File: config.mk
export PLATFORM = sky130hd
export DESIGN_NAME = rob_top
export DESIGN_NICKNAME = d
export VERILOG_FILES = /design/src/hw/rob_pkg.sv /design/src/hw/arch_reg_file.sv /design/src/hw/reorder_buffer.sv /design/src/hw/retire_unit.sv /design/src/hw/rob_line.sv /design/src/hw/rob_top.sv
export VERILOG_INCLUDE_DIRS = /design/src /design/src/hw
export SDC_FILE = /design/constraint.sdc
export NUM_CORES = 2
export LEC_CHECK = 0
export BUFFER_PORTS_ARGS = -buffer_cell sky130_fd_sc_hd__buf_2
export CAP_MARGIN = 20
export CORE_MARGIN = 8
export CORE_UTILIZATION = 30
export CTS_CLUSTER_DIAMETER = 40
export CTS_CLUSTER_SIZE = 28
export DETAILED_ROUTE_END_ITERATION = 16
export PLACE_DENSITY_LB_ADDON = 0.3
export SKIP_CTS_REPAIR_TIMING = 1
export SLEW_MARGIN = 10
export SYNTH_ARGS = -nofsm -noshare
export SYNTH_HDL_FRONTEND = slang
export SYNTH_SLANG_ARGS = --single-unit
File: constraint.sdc
create_clock -name clk -period 16.49 [get_ports clk]
set_input_delay 3.298 -clock clk [delete_from_list [all_inputs] [get_ports clk]]
set_output_delay 3.298 -clock clk [all_outputs]
set_load 0.005 [all_outputs]
File: src/hw/rob_consts.svh
`ifndef ROB_CONSTS_SVH
`define ROB_CONSTS_SVH

// reorder buffer geometry
`define ROB_DEPTH 8
`define ROB_TAG_W 3

// architectural register file
`define REG_COUNT 32
`define REG_ADDR_W 5

// datapath widths
`define DATA_W 32
`define ADDR_W 32

// pc step back for a delay slot entry
`define DELAYSLOT_PC_STEP 4

`endif

File: src/hw/rob_pkg.sv
`default_nettype none

`include "rob_consts.svh"

package rob_pkg;

  typedef enum logic [3:0] {
    EXC_NONE           = 4'd0,
    EXC_OVERFLOW       = 4'd1,
    EXC_SYSCALL        = 4'd2,
    EXC_BREAK          = 4'd3,
    EXC_RESERVED_INSTR = 4'd4,
    EXC_ADDR_LOAD      = 4'd5,
    EXC_ADDR_STORE     = 4'd6
  } exc_code_e;

  typedef enum logic {
    RETIRE_RUN   = 1'b0,
    RETIRE_FLUSH = 1'b1
  } retire_state_e;

  typedef struct packed {
    logic                   reg_write_en;
    logic [`REG_ADDR_W-1:0] reg_addr;
    exc_code_e              exc;
    logic                   is_delayslot;
    logic [`ADDR_W-1:0]     pc;
  } rob_dispatch_t;

  typedef struct packed {
    logic [`ROB_TAG_W-1:0] tag;
    logic [`DATA_W-1:0]    data;
    exc_code_e             exc;
  } rob_complete_t;

  typedef struct packed {
    logic                   reg_write_en;
    logic [`REG_ADDR_W-1:0] reg_addr;
    logic [`DATA_W-1:0]     data;
    exc_code_e              exc;
    logic                   is_delayslot;
    logic [`ADDR_W-1:0]     pc;
  } rob_entry_t;

  typedef struct packed {
    exc_code_e          code;
    logic [`ADDR_W-1:0] epc;
  } exc_report_t;

endpackage

`default_nettype wire

File: src/hw/arch_reg_file.sv
`timescale 1ns/1ps
`default_nettype none

`include "rob_consts.svh"

module arch_reg_file (
  input  logic                   clk,
  input  logic                   rst,
  input  logic                   wr_en,
  input  logic [`REG_ADDR_W-1:0] wr_addr,
  input  logic [`DATA_W-1:0]     wr_data,
  input  logic [`REG_ADDR_W-1:0] rd_addr_a,
  input  logic [`REG_ADDR_W-1:0] rd_addr_b,
  output logic [`DATA_W-1:0]     rd_data_a,
  output logic [`DATA_W-1:0]     rd_data_b
);

  logic [`DATA_W-1:0] regs [`REG_COUNT];

  always_ff @(posedge clk) begin
    if (!rst) begin
      for (int i = 0; i < `REG_COUNT; i++) begin
        regs[i] <= '0;
      end
    end else if (wr_en && (wr_addr != '0)) begin
      // r0 stays hardwired to zero
      regs[wr_addr] <= wr_data;
    end
  end

  assign rd_data_a = regs[rd_addr_a];
  assign rd_data_b = regs[rd_addr_b];

endmodule

`default_nettype wire

File: src/hw/reorder_buffer.sv
`timescale 1ns/1ps
`default_nettype none

`include "rob_consts.svh"

module reorder_buffer
  import rob_pkg::*;
(
  input  logic                  clk,
  input  logic                  rst,
  input  logic                  dispatch_valid,
  input  rob_dispatch_t         dispatch,
  output logic                  dispatch_ready,
  output logic [`ROB_TAG_W-1:0] dispatch_tag,
  input  logic                  complete_valid,
  input  rob_complete_t         complete,
  output logic                  head_valid,
  output rob_entry_t            head,
  input  logic                  commit,
  input  logic                  flush
);

  // extra msb tells full from empty
  logic [`ROB_TAG_W:0]   head_ptr;
  logic [`ROB_TAG_W:0]   tail_ptr;
  logic [`ROB_TAG_W-1:0] head_idx;
  logic [`ROB_TAG_W-1:0] tail_idx;
  logic                  empty;
  logic                  full;
  logic                  accept;
  logic                  fwd;

  logic [`ROB_DEPTH-1:0] line_write_en;
  logic [`ROB_DEPTH-1:0] line_update_en;
  logic [`ROB_DEPTH-1:0] line_done;
  rob_entry_t            line_entry [`ROB_DEPTH];
  rob_entry_t            head_line;

  logic [`ROB_TAG_W:0]   occupancy;
  logic [`ROB_TAG_W-1:0] cpl_offset;
  logic                  cpl_live;

  assign head_idx = head_ptr[`ROB_TAG_W-1:0];
  assign tail_idx = tail_ptr[`ROB_TAG_W-1:0];
  assign empty    = (head_ptr == tail_ptr);
  assign full     = (head_idx == tail_idx) && (head_ptr[`ROB_TAG_W] != tail_ptr[`ROB_TAG_W]);

  assign dispatch_ready = !full && !flush;
  assign dispatch_tag   = tail_idx;
  assign accept         = dispatch_valid && dispatch_ready;

  for (genvar i = 0; i < `ROB_DEPTH; i++) begin : g_line
    localparam logic [`ROB_TAG_W-1:0] SLOT = i;

    assign line_write_en[i]  = accept && (tail_idx == SLOT);
    assign line_update_en[i] = complete_valid && (complete.tag == SLOT);

    rob_line rob_line_inst (
      .clk         (clk),
      .rst         (rst),
      .write_en    (line_write_en[i]),
      .write_data  (dispatch),
      .update_en   (line_update_en[i]),
      .update_data (complete),
      .done        (line_done[i]),
      .entry       (line_entry[i])
    );
  end

  // head select, completion forwarded when it hits the head
  assign head_line  = line_entry[head_idx];
  assign fwd        = complete_valid && !empty && (complete.tag == head_idx);
  assign head_valid = !empty && (line_done[head_idx] || fwd);

  always_comb begin
    head = head_line;
    if (fwd) begin
      head.data = complete.data;
      if (head_line.exc == EXC_NONE) begin
        head.exc = complete.exc;
      end
    end
  end

  always_ff @(posedge clk) begin
    if (!rst) begin
      head_ptr <= '0;
    end else if (commit) begin
      head_ptr <= head_ptr + 1'b1;
    end
  end

  // flush drops everything behind the committing head
  always_ff @(posedge clk) begin
    if (!rst) begin
      tail_ptr <= '0;
    end else if (flush) begin
      tail_ptr <= head_ptr + 1'b1;
    end else if (accept) begin
      tail_ptr <= tail_ptr + 1'b1;
    end
  end

  assign occupancy  = tail_ptr - head_ptr;
  assign cpl_offset = complete.tag - head_idx;
  assign cpl_live   = ({1'b0, cpl_offset} < occupancy);

  a_dispatch_ready: assert property (
    @(posedge clk) disable iff (!rst) dispatch_valid |-> dispatch_ready);

  a_commit_valid: assert property (
    @(posedge clk) disable iff (!rst) commit |-> head_valid);

  // completion must target a live line that is still pending
  a_complete_live: assert property (
    @(posedge clk) disable iff (!rst)
    complete_valid |-> (cpl_live && !line_done[complete.tag]));

endmodule

`default_nettype wire

File: src/hw/retire_unit.sv
`timescale 1ns/1ps
`default_nettype none

`include "rob_consts.svh"

module retire_unit
  import rob_pkg::*;
(
  input  logic                   clk,
  input  logic                   rst,
  input  logic                   head_valid,
  input  rob_entry_t             head,
  output logic                   commit,
  output logic                   flush,
  output logic                   wr_en,
  output logic [`REG_ADDR_W-1:0] wr_addr,
  output logic [`DATA_W-1:0]     wr_data,
  output logic                   exc_valid,
  output exc_report_t            exc_report,
  output logic                   flushing
);

  retire_state_e state_q;
  retire_state_e state_d;
  logic          head_exc;

  assign head_exc = (head.exc != EXC_NONE);
  assign commit   = head_valid && (state_q == RETIRE_RUN);
  assign flush    = commit && head_exc;
  assign flushing = (state_q == RETIRE_FLUSH);

  // excepting entries retire without touching the register file
  assign wr_en   = commit && !head_exc && head.reg_write_en;
  assign wr_addr = head.reg_addr;
  assign wr_data = head.data;

  always_comb begin
    state_d = RETIRE_RUN;
    if (state_q == RETIRE_RUN && flush) begin
      state_d = RETIRE_FLUSH;
    end
  end

  always_ff @(posedge clk) begin
    if (!rst) begin
      state_q   <= RETIRE_RUN;
      exc_valid <= 1'b0;
    end else begin
      state_q   <= state_d;
      exc_valid <= flush;
    end
  end

  always_ff @(posedge clk) begin
    if (flush) begin
      exc_report.code <= head.exc;
      // delay slot reports the branch pc
      exc_report.epc  <= head.is_delayslot ? head.pc - `ADDR_W'(`DELAYSLOT_PC_STEP) : head.pc;
    end
  end

  // one quiet cycle with an empty buffer follows every flush
  a_flush_seq: assert property (
    @(posedge clk) disable iff (!rst)
    flush |=> !head_valid);

endmodule

`default_nettype wire

File: src/hw/rob_line.sv
`timescale 1ns/1ps
`default_nettype none

module rob_line
  import rob_pkg::*;
(
  input  logic          clk,
  input  logic          rst,
  input  logic          write_en,
  input  rob_dispatch_t write_data,
  input  logic          update_en,
  input  rob_complete_t update_data,
  output logic          done,
  output rob_entry_t    entry
);

  logic       done_q;
  rob_entry_t line_q;

  // dispatch opens the line, completion closes it
  always_ff @(posedge clk) begin
    if (!rst) begin
      done_q <= 1'b0;
    end else if (write_en) begin
      done_q <= 1'b0;
    end else if (update_en) begin
      done_q <= 1'b1;
    end
  end

  always_ff @(posedge clk) begin
    if (write_en) begin
      line_q.reg_write_en <= write_data.reg_write_en;
      line_q.reg_addr     <= write_data.reg_addr;
      line_q.exc          <= write_data.exc;
      line_q.is_delayslot <= write_data.is_delayslot;
      line_q.pc           <= write_data.pc;
    end else if (update_en) begin
      line_q.data <= update_data.data;
      // an earlier dispatch exception wins
      if (line_q.exc == EXC_NONE) begin
        line_q.exc <= update_data.exc;
      end
    end
  end

  assign done  = done_q;
  assign entry = line_q;

endmodule

`default_nettype wire

File: src/hw/rob_top.sv
`timescale 1ns/1ps
`default_nettype none

`include "rob_consts.svh"

module rob_top
  import rob_pkg::*;
(
  input  logic                   clk,
  input  logic                   rst,
  input  logic                   dispatch_valid,
  input  rob_dispatch_t          dispatch,
  output logic                   dispatch_ready,
  output logic [`ROB_TAG_W-1:0]  dispatch_tag,
  input  logic                   complete_valid,
  input  rob_complete_t          complete,
  output logic                   retire,
  output logic                   exc_valid,
  output exc_report_t            exc_report,
  input  logic [`REG_ADDR_W-1:0] rd_addr_a,
  input  logic [`REG_ADDR_W-1:0] rd_addr_b,
  output logic [`DATA_W-1:0]     rd_data_a,
  output logic [`DATA_W-1:0]     rd_data_b
);

  logic                   rob_ready;
  logic                   head_valid;
  rob_entry_t             head;
  logic                   commit;
  logic                   flush;
  logic                   flushing;
  logic                   wr_en;
  logic [`REG_ADDR_W-1:0] wr_addr;
  logic [`DATA_W-1:0]     wr_data;

  // hold dispatch off through the flush recovery cycle
  assign dispatch_ready = rob_ready && !flushing;
  assign retire         = commit;

  reorder_buffer reorder_buffer_inst (
    .clk            (clk),
    .rst            (rst),
    .dispatch_valid (dispatch_valid),
    .dispatch       (dispatch),
    .dispatch_ready (rob_ready),
    .dispatch_tag   (dispatch_tag),
    .complete_valid (complete_valid),
    .complete       (complete),
    .head_valid     (head_valid),
    .head           (head),
    .commit         (commit),
    .flush          (flush)
  );

  retire_unit retire_unit_inst (
    .clk        (clk),
    .rst        (rst),
    .head_valid (head_valid),
    .head       (head),
    .commit     (commit),
    .flush      (flush),
    .wr_en      (wr_en),
    .wr_addr    (wr_addr),
    .wr_data    (wr_data),
    .exc_valid  (exc_valid),
    .exc_report (exc_report),
    .flushing   (flushing)
  );

  arch_reg_file arch_reg_file_inst (
    .clk       (clk),
    .rst       (rst),
    .wr_en     (wr_en),
    .wr_addr   (wr_addr),
    .wr_data   (wr_data),
    .rd_addr_a (rd_addr_a),
    .rd_addr_b (rd_addr_b),
    .rd_data_a (rd_data_a),
    .rd_data_b (rd_data_b)
  );

endmodule

`default_nettype wire

==> reports/qor.yml <==
setup_path:
  crit_arrival_ns: 7.08
  rr_worst_depth: 7
  start_kind: "input pin"
  worstReg2RegStart: "reorder_buffer_inst.head_ptr[0]$_SDFFE_PN0P_"
  worstSetupPathType: "input pin to primary output"
  crit_required_ns: 13.19
  r2r_end: "arch_reg_file_inst.regs[2][29]$_SDFFCE_PN0P_"
  end_kind: "primary output"
  r2r_slack_ns: 9.66
  cp_max_fo: 43
hold_path:
  min_path_type: "register to register"
  min_path_cells: 2
placement:
  placed_area_um2: 82850
  portBuffers: 201
  dpl_worst_slack_ns: 6.017
  gp_congestion: 0.7706
  dp_hpwl_um: 132600
route:
  drtIter0Drc: 5365
  first_pass_iters: 6
  vias_per_cell: 5.401
  wirelength_um: 254800
  via_count: 45190
  drcViolationCount: 0
  avgRoutedWirePerCell_um: 30.45
  drtAntennaViolNets: 0
clock_network:
  cts_buffers: 304
  cts_tree: "yes"
  clk_latency_ns: 0.93
  clk_path_buf_depth: 4
  htree_levels: 5
  clock-sinks: 1678
  clkTransAtPathRegs_ns: 0.05
  clockRootBuffer: "clkbuf_16"
sta:
  fin_crit_sh: 0.6293
  rsz0062_at_grt: "false"
  worstMarginPinSlew_ns: 1.119
  min_period_ns: 10.38
  relSlewSlack: 0.2543
  layout_setup_ws_ns: 6.112
  fin_worst_skew_ns: 0.08819
  setup_violations: 0
  fin_setup_tns_ns: 0
  slew_violations: 0
  max_freq_mhz: 96.36
  final_hold_viol_count: 0
die:
  fp.coreArea_um2: 258800
  die_w_um: 525.2
  die_h_um: 525.2
  start_util: 0.3006
  io_pins: 202
  dieArea_um2: 275800
  std_cell_rows: 187
synth:
  ys_ff_latch: 1678
  synth_common_cells: "edfxtp_1 (1660), nor2_1 (1077), mux4_2 (781)"
  syn_inst: 4502
  synth_enable_flop_cells: 1660
  synthMostInstantiatedCell: "edfxtp_1"
  yosysUniqueCellTypes: 58
  synth_top_area_share: 0.6409
  synthArstFlopShare: 0
  ys_warn_count: 0
  synth_area_um2: 77780
  yosys.area.top_type: "edfxtp_1"
  synth.area.top_cells: "edfxtp_1 (64%), mux4_2 (23%), nor2_1 (5.2%)"
  ys_seq_area_frac: 0.6455
  synth_area_per_cell_um2: 17.28
  synthFlopType: "edfxtp_1"
pwr:
  power.internal_mw: 9.280
  finalPower_mw: 12.12
  power_density_nw_per_um2: 130.2
  pwr-share-comb: 0.078
  ir_worst_vdd_mv: 0.08192
  p_leak_nw: 31.11
  p_sw_mw: 2.839
  swShare: 0.2343
  seqPwrFrac: 0.405
  clockPowerShare: 0.516
finish:
  layout-drive-gt1-share: 0.3644
  final_cell_area_um2: 93090
  area_delta_synth_final_pct: 19.68
  final_net_count: 4824
  fin_util: 0.3597
global_routing:
  grt_use_total: 0.1794
  grt_pass1_wl_um: 356700
  grt_max_degree: 139
  antenna_found_initial: 41
  grt_pass1_vias: 46630
  grt_overflow: 0
outcome:
  status: "completed"
job:
  max_cap_violations: 0
==> sequential cells by signal, indices dropped and copies added (netlist names) <==
| register | cells |
|---|---|
| arch_reg_file_inst.regs | 1024 |
| retire_unit_inst.exc_valid | 1 |
| reorder_buffer_inst.g_line.rob_line_inst.done | 8 |
| reorder_buffer_inst.g_line.rob_line_inst.entry | 600 |
| retire_unit_inst.exc_report | 36 |
| reorder_buffer_inst.head_ptr | 4 |
| reorder_buffer_inst.tail_ptr | 4 |
| retire_unit_inst.flushing | 1 |
==> cell type report <==
cell class	instances	area [um2]
tap	3402	4257
fill	24140	165700
clock inverter	200	2261
multi-input combinational	2424	26490
clock buffer	336	7919
inverter	12	45.04
antenna	14	35.03
sequential	1678	50220
timing repair buffer	300	1857
==> layout by cell type (no fill, tap or decap), drive strengths merged, types with 10 or more instances in the layout <==
master    count
a21oi        40
and2         10
buf         300
bufinv       36
clkbuf      336
clkinv       85
clkinvlp     40
conb         32
dfxtp        18
diode        14
edfxtp     1660
inv          51
mux2        109
mux2i        91
mux4        781
nand2        95
nand3        20
nand4        11
nor2       1077
nor3         17
xnor2        20
xor2         21
==> through the flow <==
step | hold WS, ns | std cells
6_report | 0.4549 | 8366
5_1_grt | 0.4824 | 8355
4_1_cts | 0.4564 | 8351
3_5_place_dp | 0.4482 | 7815
3_3_place_gp | 0.4436 | 7815
2_1_floorplan | 0.4307 | 4533
==> worst max path at each step <==
stage                       startpoint            end  slack (ns)
after floorplan           rd_addr_a[0]   rd_data_a[0]        7.48
after global placement    rd_addr_b[0]  rd_data_b[18]        6.00
after detailed placement  rd_addr_b[0]  rd_data_b[11]        6.02
after CTS                 rd_addr_b[0]  rd_data_b[11]        6.01
after global routing      rd_addr_b[0]  rd_data_b[15]        5.79
final                     rd_addr_b[0]  rd_data_b[11]        6.11
==> critical path, stage by stage <==
cell and delay (ns):
buf_8 0.43, buf_4 0.82, buf_4 0.81, mux4_2 0.60, mux4_2 0.52, mux2_2 0.30, buf_2 0.15
==> cells by family after synthesis <==
group,after synthesis,synth area share
adder cells (fa/ha/maj),8,0.001287
multiplexers,981,0.2536
AND/OR/NAND/NOR,1280,0.06572
other,1,0.00004822
AO/OA/AOI/OAI,82,0.006741
buffers and inverters,431,0.02239
flip-flops,1678,0.6455
XOR/XNOR,41,0.004617
==> power groups by stage <==
stage          Sequential, mW  Clock (mW)  Combinational (mW)
2_1_floorplan            4.97           0               0.590
3_3_place_gp             4.99           0               0.956
3_5_place_dp             5.00           0               0.960
4_1_cts                  4.91        6.34               0.963
5_1_grt                  4.93        6.52                1.00
6_report                 4.91        6.26               0.950
==> per-layer routing <==
metal,vias to the layer above,GRT usage,wire [um]
li1,18320,-,-
met1,24040,0.2388,102400
met2,2295,0.2937,121500
met3,524,0.03691,22120
met4,8,0.06024,8634
met5,-,0,57
No activity file was read; power rests on OpenSTA's default activity.
